**src/mem_bus_macros.svh**
```systemverilog
`ifndef MEM_BUS_MACROS_SVH
`define MEM_BUS_MACROS_SVH

// Bus widths of the single-beat master port.
`define BUS_ADDR_BITS 32
`define BUS_DATA_BITS 32
`define BUS_STRB_BITS 4

// Consecutive stalled handshake cycles before the watchdog fires.
`define BUS_TIMEOUT_CYCLES 64

`endif

```
**src/mem_bus_pkg.sv**
```systemverilog
`default_nettype none

`include "mem_bus_macros.svh"

package mem_bus_pkg;

    typedef logic [`BUS_ADDR_BITS-1:0] bus_addr_t;
    typedef logic [`BUS_DATA_BITS-1:0] bus_data_t;
    typedef logic [`BUS_STRB_BITS-1:0] bus_strb_t;
    typedef logic [1:0]                lane_offset_t;

    // Wide enough to hold the timeout limit itself.
    typedef logic [$clog2(`BUS_TIMEOUT_CYCLES + 1)-1:0] watchdog_count_t;

    typedef struct packed {
        logic      store;
        logic      load;
        bus_addr_t address;
        bus_data_t data;
        bus_strb_t mask;
    } lsu_request_t;

    typedef enum logic [1:0] {
        WR_NONE,
        WR_LOW,
        WR_HIGH
    } write_phase_t;

    typedef enum logic [2:0] {
        RD_NONE,
        RD_FETCH,
        RD_LOAD_ONLY,
        RD_LOAD_LOW,
        RD_LOAD_HIGH
    } read_phase_t;

    typedef enum logic [3:0] {
        IDLE,
        FETCH_ADDR,
        FETCH_DATA,
        EXECUTE,
        STORE_ADDR,
        STORE_DATA,
        STORE_RESP,
        LOAD_ADDR,
        LOAD_DATA
    } seq_state_t;

    typedef struct packed {
        logic      valid;
        bus_addr_t addr;
    } aw_channel_t;

    typedef struct packed {
        logic      valid;
        bus_data_t data;
        bus_strb_t strb;
    } w_channel_t;

    typedef struct packed {
        logic      valid;
        bus_addr_t addr;
    } ar_channel_t;

    // Only 0001, 0011 and 1111 are legal masks.
    function automatic logic lane_needs_split(input lane_offset_t offset, input bus_strb_t mask);
        logic [2:0] count;
        case (mask)
            4'b0001: count = 3'd1;
            4'b0011: count = 3'd2;
            default: count = 3'd4;
        endcase
        return ({1'b0, offset} + count) > 3'd4;
    endfunction

endpackage

`default_nettype wire

```
**src/bus_bridge_top.sv**
```systemverilog
`timescale 1ns/100ps
`default_nettype none

module bus_bridge_top
    import mem_bus_pkg::*;
(
    input  wire          clock,
    input  wire          reset,
    input  bus_addr_t    pc,
    input  lsu_request_t request,
    output wire          execute,
    output bus_data_t    instruction,
    output bus_data_t    load_data,
    output wire          core_done,
    output wire          bus_timeout,
    output aw_channel_t  aw,
    input  wire          awready,
    output wire w_channel_t w,
    input  wire          wready,
    input  wire          bvalid,
    output wire          bready,
    output ar_channel_t  ar,
    input  wire          arready,
    input  wire          rvalid,
    input  bus_data_t    rdata,
    output wire          rready
);

    wire          w_valid;
    bus_data_t    w_data;
    bus_strb_t    w_strb;
    write_phase_t write_phase;
    read_phase_t  read_phase;
    lsu_request_t held_request;
    wire          stalled;

    assign w = {w_valid, w_data, w_strb};

    bus_sequencer i_bus_sequencer (
        .clock        (clock),
        .reset        (reset),
        .pc           (pc),
        .request      (request),
        .awready      (awready),
        .wready       (wready),
        .bvalid       (bvalid),
        .arready      (arready),
        .rvalid       (rvalid),
        .aw           (aw),
        .ar           (ar),
        .w_valid      (w_valid),
        .bready       (bready),
        .rready       (rready),
        .write_phase  (write_phase),
        .read_phase   (read_phase),
        .held_request (held_request),
        .execute      (execute),
        .core_done    (core_done),
        .stalled      (stalled)
    );

    write_lane_aligner i_write_lane_aligner (
        .held_request (held_request),
        .write_phase  (write_phase),
        .data         (w_data),
        .strb         (w_strb)
    );

    read_lane_merger i_read_lane_merger (
        .clock       (clock),
        .reset       (reset),
        .read_phase  (read_phase),
        .rvalid      (rvalid),
        .rdata       (rdata),
        .offset      (held_request.address[1:0]),
        .instruction (instruction),
        .load_data   (load_data)
    );

    bus_watchdog i_bus_watchdog (
        .clock       (clock),
        .reset       (reset),
        .stalled     (stalled),
        .bus_timeout (bus_timeout)
    );

endmodule

`default_nettype wire

```
**src/bus_sequencer.sv**
```systemverilog
`timescale 1ns/100ps
`default_nettype none

`include "mem_bus_macros.svh"

module bus_sequencer
    import mem_bus_pkg::*;
(
    input  wire          clock,
    input  wire          reset,
    input  bus_addr_t    pc,
    input  lsu_request_t request,
    input  wire          awready,
    input  wire          wready,
    input  wire          bvalid,
    input  wire          arready,
    input  wire          rvalid,
    output aw_channel_t  aw,
    output ar_channel_t  ar,
    output logic         w_valid,
    output logic         bready,
    output logic         rready,
    output write_phase_t write_phase,
    output read_phase_t  read_phase,
    output lsu_request_t held_request,
    output logic         execute,
    output logic         core_done,
    output logic         stalled
);

    seq_state_t state;
    seq_state_t next_state;
    logic       split;
    logic       high_beat;
    bus_addr_t  word_addr;
    bus_addr_t  beat_addr;
    bus_addr_t  fetch_addr;
    logic       aw_fire;
    logic       w_fire;
    logic       b_fire;
    logic       ar_fire;
    logic       r_fire;

    assign aw_fire = aw.valid & awready;
    assign w_fire  = w_valid & wready;
    assign b_fire  = bready & bvalid;
    assign ar_fire = ar.valid & arready;
    assign r_fire  = rready & rvalid;

    always_comb begin
        next_state = state;
        case (state)
            IDLE:       next_state = FETCH_ADDR;
            FETCH_ADDR: if (ar_fire) next_state = FETCH_DATA;
            FETCH_DATA: if (r_fire) next_state = EXECUTE;
            EXECUTE: begin
                if (request.store) next_state = STORE_ADDR;
                else if (request.load) next_state = LOAD_ADDR;
                else next_state = FETCH_ADDR;
            end
            STORE_ADDR: if (aw_fire) next_state = STORE_DATA;
            STORE_DATA: if (w_fire) next_state = STORE_RESP;
            STORE_RESP: begin
                if (b_fire) next_state = (split && !high_beat) ? STORE_ADDR : FETCH_ADDR;
            end
            LOAD_ADDR:  if (ar_fire) next_state = LOAD_DATA;
            LOAD_DATA: begin
                if (r_fire) next_state = (split && !high_beat) ? LOAD_ADDR : FETCH_ADDR;
            end
            default:    next_state = IDLE;
        endcase
    end

    always_ff @(posedge clock) begin
        if (reset) begin
            state     <= IDLE;
            split     <= 1'b0;
            high_beat <= 1'b0;
            core_done <= 1'b0;
        end else begin
            state     <= next_state;
            core_done <= (next_state == FETCH_ADDR) && (state != FETCH_ADDR) && (state != IDLE);
            if (state == EXECUTE) begin
                split     <= lane_needs_split(request.address[1:0], request.mask);
                high_beat <= 1'b0;
            end else if ((b_fire || (r_fire && state == LOAD_DATA)) && split) begin
                // Low beat finished; the next address phase is the high word.
                high_beat <= 1'b1;
            end
        end
    end

    always_ff @(posedge clock) begin
        if (state == EXECUTE) begin
            held_request <= request;
        end
    end

    assign word_addr  = {held_request.address[`BUS_ADDR_BITS-1:2], 2'b00};
    assign beat_addr  = high_beat ? word_addr + bus_addr_t'(4) : word_addr;
    assign fetch_addr = {pc[`BUS_ADDR_BITS-1:2], 2'b00};

    assign aw = '{valid: state == STORE_ADDR, addr: beat_addr};
    assign ar = '{valid: (state == FETCH_ADDR) || (state == LOAD_ADDR),
                  addr:  (state == FETCH_ADDR) ? fetch_addr : beat_addr};

    assign w_valid = state == STORE_DATA;
    assign bready  = state == STORE_RESP;
    assign rready  = (state == FETCH_DATA) || (state == LOAD_DATA);
    assign execute = state == EXECUTE;

    always_comb begin
        write_phase = WR_NONE;
        if (state == STORE_DATA) write_phase = high_beat ? WR_HIGH : WR_LOW;
    end

    always_comb begin
        read_phase = RD_NONE;
        if (state == FETCH_DATA) begin
            read_phase = RD_FETCH;
        end else if (state == LOAD_DATA) begin
            if (!split) read_phase = RD_LOAD_ONLY;
            else read_phase = high_beat ? RD_LOAD_HIGH : RD_LOAD_LOW;
        end
    end

    assign stalled = (aw.valid & !awready) | (w_valid & !wready) | (bready & !bvalid)
                   | (ar.valid & !arready) | (rready & !rvalid);

endmodule

`default_nettype wire

```
**src/bus_watchdog.sv**
```systemverilog
`timescale 1ns/100ps
`default_nettype none

`include "mem_bus_macros.svh"

module bus_watchdog
    import mem_bus_pkg::*;
(
    input  wire  clock,
    input  wire  reset,
    input  wire  stalled,
    output logic bus_timeout
);

    localparam watchdog_count_t LIMIT = watchdog_count_t'(`BUS_TIMEOUT_CYCLES);

    watchdog_count_t count;

    always_ff @(posedge clock) begin
        if (reset) begin
            count       <= '0;
            bus_timeout <= 1'b0;
        end else begin
            if (!stalled) count <= '0;
            else if (count != LIMIT) count <= count + watchdog_count_t'(1);
            // Sticky until the next reset.
            if (count == LIMIT) bus_timeout <= 1'b1;
        end
    end

endmodule

`default_nettype wire

```
**src/read_lane_merger.sv**
```systemverilog
`timescale 1ns/100ps
`default_nettype none

module read_lane_merger
    import mem_bus_pkg::*;
(
    input  wire          clock,
    input  wire          reset,
    input  read_phase_t  read_phase,
    input  wire          rvalid,
    input  bus_data_t    rdata,
    input  lane_offset_t offset,
    output bus_data_t    instruction,
    output bus_data_t    load_data
);

    bus_data_t hold;
    bus_data_t merged;

    // Low beat bytes from the offset up, then the start of the high beat above them.
    always_comb begin
        case (offset)
            2'd1:    merged = {rdata[7:0], hold[31:8]};
            2'd2:    merged = {rdata[15:0], hold[31:16]};
            2'd3:    merged = {rdata[23:0], hold[31:24]};
            default: merged = rdata;
        endcase
    end

    always_ff @(posedge clock) begin
        if (rvalid && read_phase == RD_LOAD_LOW) begin
            hold <= rdata;
        end
    end

    always_ff @(posedge clock) begin
        if (reset) begin
            instruction <= '0;
            load_data   <= '0;
        end else if (rvalid) begin
            case (read_phase)
                RD_FETCH:     instruction <= rdata;
                RD_LOAD_ONLY: load_data <= rdata >> {offset, 3'b000};
                RD_LOAD_HIGH: load_data <= merged;
                default:      ;
            endcase
        end
    end

endmodule

`default_nettype wire

```
**src/write_lane_aligner.sv**
```systemverilog
`timescale 1ns/100ps
`default_nettype none

`include "mem_bus_macros.svh"

module write_lane_aligner
    import mem_bus_pkg::*;
(
    input  lsu_request_t held_request,
    input  write_phase_t write_phase,
    output bus_data_t    data,
    output bus_strb_t    strb
);

    lane_offset_t                     offset;
    logic [2*`BUS_DATA_BITS-1:0]      data_wide;
    logic [2*`BUS_STRB_BITS-1:0]      strb_wide;

    assign offset = held_request.address[1:0];

    // Shift across two words at once; the upper word holds the spill for the high beat.
    assign data_wide = {{`BUS_DATA_BITS{1'b0}}, held_request.data} << {offset, 3'b000};
    assign strb_wide = {{`BUS_STRB_BITS{1'b0}}, held_request.mask} << offset;

    always_comb begin
        case (write_phase)
            WR_LOW: begin
                data = data_wide[`BUS_DATA_BITS-1:0];
                strb = strb_wide[`BUS_STRB_BITS-1:0];
            end
            WR_HIGH: begin
                data = data_wide[2*`BUS_DATA_BITS-1:`BUS_DATA_BITS];
                strb = strb_wide[2*`BUS_STRB_BITS-1:`BUS_STRB_BITS];
            end
            default: begin
                data = '0;
                strb = '0;
            end
        endcase
    end

endmodule

`default_nettype wire
```
**config.mk**
```make
export PLATFORM = sky130hd
export DESIGN_NAME = bus_bridge_top
export DESIGN_NICKNAME = d
export VERILOG_FILES = /design/src/mem_bus_pkg.sv /design/src/bus_bridge_top.sv /design/src/bus_sequencer.sv /design/src/bus_watchdog.sv /design/src/read_lane_merger.sv /design/src/write_lane_aligner.sv
export VERILOG_INCLUDE_DIRS = /design/src
export SDC_FILE = /design/constraint.sdc
export NUM_CORES = 1
export LEC_CHECK = 0
export BUFFER_PORTS_ARGS = -buffer_cell sky130_fd_sc_hd__buf_4
export CELL_PAD_IN_SITES_DETAIL_PLACEMENT = 0
export CELL_PAD_IN_SITES_GLOBAL_PLACEMENT = 1
export CORE_ASPECT_RATIO = 1.25
export CORE_UTILIZATION = 35
export CTS_CLUSTER_SIZE = 40
export DETAILED_ROUTE_END_ITERATION = 10
export GPL_TIMING_DRIVEN = 0
export PLACE_DENSITY_LB_ADDON = 0.1
export SLEW_MARGIN = 20
export SYNTH_ARGS = -nofsm -noshare
export SYNTH_HDL_FRONTEND = slang
export SYNTH_SLANG_ARGS = --single-unit
```
**constraint.sdc**
```tcl
create_clock -name clock -period 2.8 [get_ports clock]
set_input_delay 0.28 -clock clock [delete_from_list [all_inputs] [get_ports clock]]
set_output_delay 0.28 -clock clock [all_outputs]
set_load 0.03 [all_outputs]
```
==> results.toml <==
[power_and_ir_drop]
clkPwrFrac_pct = 29.7
pwr-share-comb_pct = 32.1
power_frac_seq_pct = 38.2
swShare_pct = 34.3
power.leakage_nw = 5.23
peakVddDrop_mv = 0.438
p_sw_mw = 2.63
internal-power_mw = 5.04
p_per_area_mw_per_mm2 = 594

[routing]
drc_errors = 0
routed_via_density = 5.30
ant_nets = 0
drt_iter0_markers = 559
drtPass1Iterations = 6
vias = 8545
wl_mm = 33.9
wl_per_cell_um = 21.0

[synth]
yosysSeqAreaShare_pct = 47.1
synth.avg_cell_area_um2 = 10.1
ys_seq_elements = 171
synth-edff-count = 92
ys_warn_count = 0
yosysUniqueCellTypes = 62
synth_ff_type = "edfxtp_1"
synthArstFlopShare_pct = 0
synth_cells = 911
syn_area_mm2 = 0.00922

[timing]
setup_viol = 0
max_freq_mhz = 370
rsz0062_at_grt = "true"
slew_headroom_pct = 47.7
slew_violations = 0
setup_tns_ns = 0
skew_ns = 0.0147
finalHoldViolations = 0
layout_setup_ws_ns = 0.0971
period_share_pct = 96.5
fin_crit_ns = 2.70
worst_slew_pin_slew_ns = 0.784

[finish]
utilization_pct = 49.8
stdcell_area_mm2 = 0.0129
final_nets = 1406
stdcell_count = 1613
drive_gt1_share_pct = 39.7
area_growth_pct = 40.1
antenna_cells = 0

[floorplanning]
coreArea_mm2 = 0.0259
die_y_um = 183
io_pins = 313
fp.dieW_um = 147
fp-row-count = 66
start_util_pct = 35.6
die-area_mm2 = 0.0270

[critical_path]
cpMaxStageDelayCell = "edfxtp_1"
crit_arrival_ns = 2.42
crit_path_frequent_cell = "buf_4"
crit_type = "flop to primary output"
cp-end-kind = "primary output"
worst-path-max-fanout = 6
cp_cell_sequence = "nand4_4 -> buf_4 -> nor4_2 -> nand4_1 -> xnor2_1 -> mux2_2 -> buf_4"
required_ns = 2.52
start_kind = "flop"
crit_buf_inv = 2
max_stage_delay_ns = 0.50
cp_top_family = "simple AND/OR/NAND/NOR gates"

[global_routing]
grt_antenna_before_repair = 0
grt_max_degree = 33
grt_pass1_wl_mm = 50.1
grt_overflow = 0
first_global_vias = 8446
grt.total_usage_pct = 24.9

[place]
dp_cells = 1560
gp_congestion = 0.870
pre_cts_ws_ns = -0.0755
hpwl_mm = 25.8
port_buffers = 304
placedInstanceArea_mm2 = 0.0120

[clock_network]
cts_buffer_depth = 2
clock_latency_ns = 0.43
cts_buffers = 17
root_buffer = "clkbuf_16"
cts_tree = "built"
cts.sinks = 171
clk_pin_slew_ns = 0.08
htreeDepth = 4

[run_status]
run_status = "completed"

[worst_hold_path]
hp-class = "input port to flop"

[run]
drv_cap = 0
[cell families after synthesis]
kind of cell    synth area share [%]
simple gates                    17.5
compound gates                  13.7
flops                           47.1
mux                             13.7
buf+inv                         3.57
xor+xnor                        3.61
fa+ha+maj                      0.760
other cells                   0.0407
[metal layers]
layer,routed length [µm],part of all wire (%),GRT usage (%),vias to the layer above
met5,0,0,0,-
met4,791,2.3,8.29,0
met3,2500,7.4,5.71,43
met2,17400,51,45.0,354
met1,13300,39,28.7,4082
li1,-,-,-,4066
[flip-flops by register name, summed over array words and instances, names as in the netlist]
signal and flops:
i_bus_watchdog.bus_timeout 1, i_read_lane_merger.hold 24, i_bus_sequencer.core_done 1, i_bus_watchdog.count 7
i_read_lane_merger.instruction 32, i_bus_sequencer.split 1, i_bus_sequencer.state 4, i_read_lane_merger.load_data 32
i_bus_sequencer.held_request 68, i_bus_sequencer.high_beat 1
[through the flow]
step / hold slack, ns / power, mW
2_1_floorplan: 0.379 / 4.47
3_3_place_gp: 0.445 / 5.38
3_5_place_dp: 0.449 / 5.39
4_1_cts: 0.000461 / 7.69
5_1_grt: -0.0000211 / 8.00
6_report: 0.0196 / 7.67
[final cells by class]
type / instances / area (µm²)
timing repair buffer: 328 / 2530
clock buffer: 19 / 454
tap: 340 / 425
sequential: 171 / 4350
multi-input combinational: 670 / 4700
buffer: 66 / 339
clock inverter: 13 / 103
inverter: 6 / 27.5
fill: 2508 / 13000
[Yosys cell counts (all sizes together), types with 2 or more instances]
library cell,instances,area [µm²]
xor2,14,123
nor2,86,328
o211ai,9,67.6
nand4,12,96.3
inv,5,18.8
and3,20,125
nor3b,3,22.5
a32o,6,60.1
a31oi,9,56.3
xnor2,24,210
nand3,20,105
dfxtp,79,1580
a2bb2oi,8,70.1
o2bb2ai,4,35.0
or3,2,12.5
edfxtp,92,2760
ha,4,50.1
nor4,8,71.3
a2111oi,2,17.5
nor2b,9,56.3
or2,19,119
nand2,126,475
a21oi,51,259
o21ai,23,115
a222oi,7,70.1
nor3,15,75.1
mux4,15,338
mux2i,33,330
nand2b,4,25.0
mux2,53,597
a311oi,8,70.1
a21o,5,37.5
o22ai,9,56.3
clkbuf,33,124
and2,3,18.8
a211oi,17,128
a22oi,27,203
buf,35,183
[power by group through the flow]
stage                     clock network [mW]  registers [mW]  logic, mW
after detailed placement                   0            2.98       2.41
after CTS                               2.33            2.93       2.44
after global routing                    2.43            2.95       2.62
after floorplan                            0            3.02       1.45
after global placement                     0            2.99       2.39
final                                   2.28            2.93       2.46
[final timing paths]
path,start,to,slack [ns],cells after the start
max,i_bus_sequencer.held_request[40],ar[31],0.1,7
min,request[26],i_bus_sequencer.held_request[26],0.02,1
max reg2reg,i_bus_sequencer.state[1],i_bus_sequencer.core_done,0.42,6
min reg2reg,i_read_lane_merger.instruction[5],i_read_lane_merger.instruction[5],0.46,2
[cells in the final DEF, fill, tap and decap left out, drive strengths merged, types with 17 or more instances in the layout]
| cell type | netlist | layout |
|---|---|---|
| a211oi | 17 | 17 |
| a21oi | 51 | 51 |
| a22oi | 27 | 27 |
| and3 | 20 | 20 |
| buf | 35 | 350 |
| clkbuf | 33 | 54 |
| dfxtp | 79 | 79 |
| edfxtp | 92 | 92 |
| mux2 | 53 | 53 |
| mux2i | 33 | 33 |
| nand2 | 126 | 126 |
| nand3 | 20 | 20 |
| nor2 | 86 | 86 |
| o21ai | 23 | 23 |
| or2 | 19 | 19 |
| xnor2 | 24 | 24 |
[what timing repair did]
action                                  in CTS  in global routing
buffers inserted                             7                  6
resized for setup                           24                 24
endpoints found under the setup margin      47                 45
cloned                                       0                  1
hold buffers                                 3                  6
endpoints found under the hold margin        3                  6
pin swaps                                    4                  7
No activity file was read; power rests on OpenSTA's default activity.
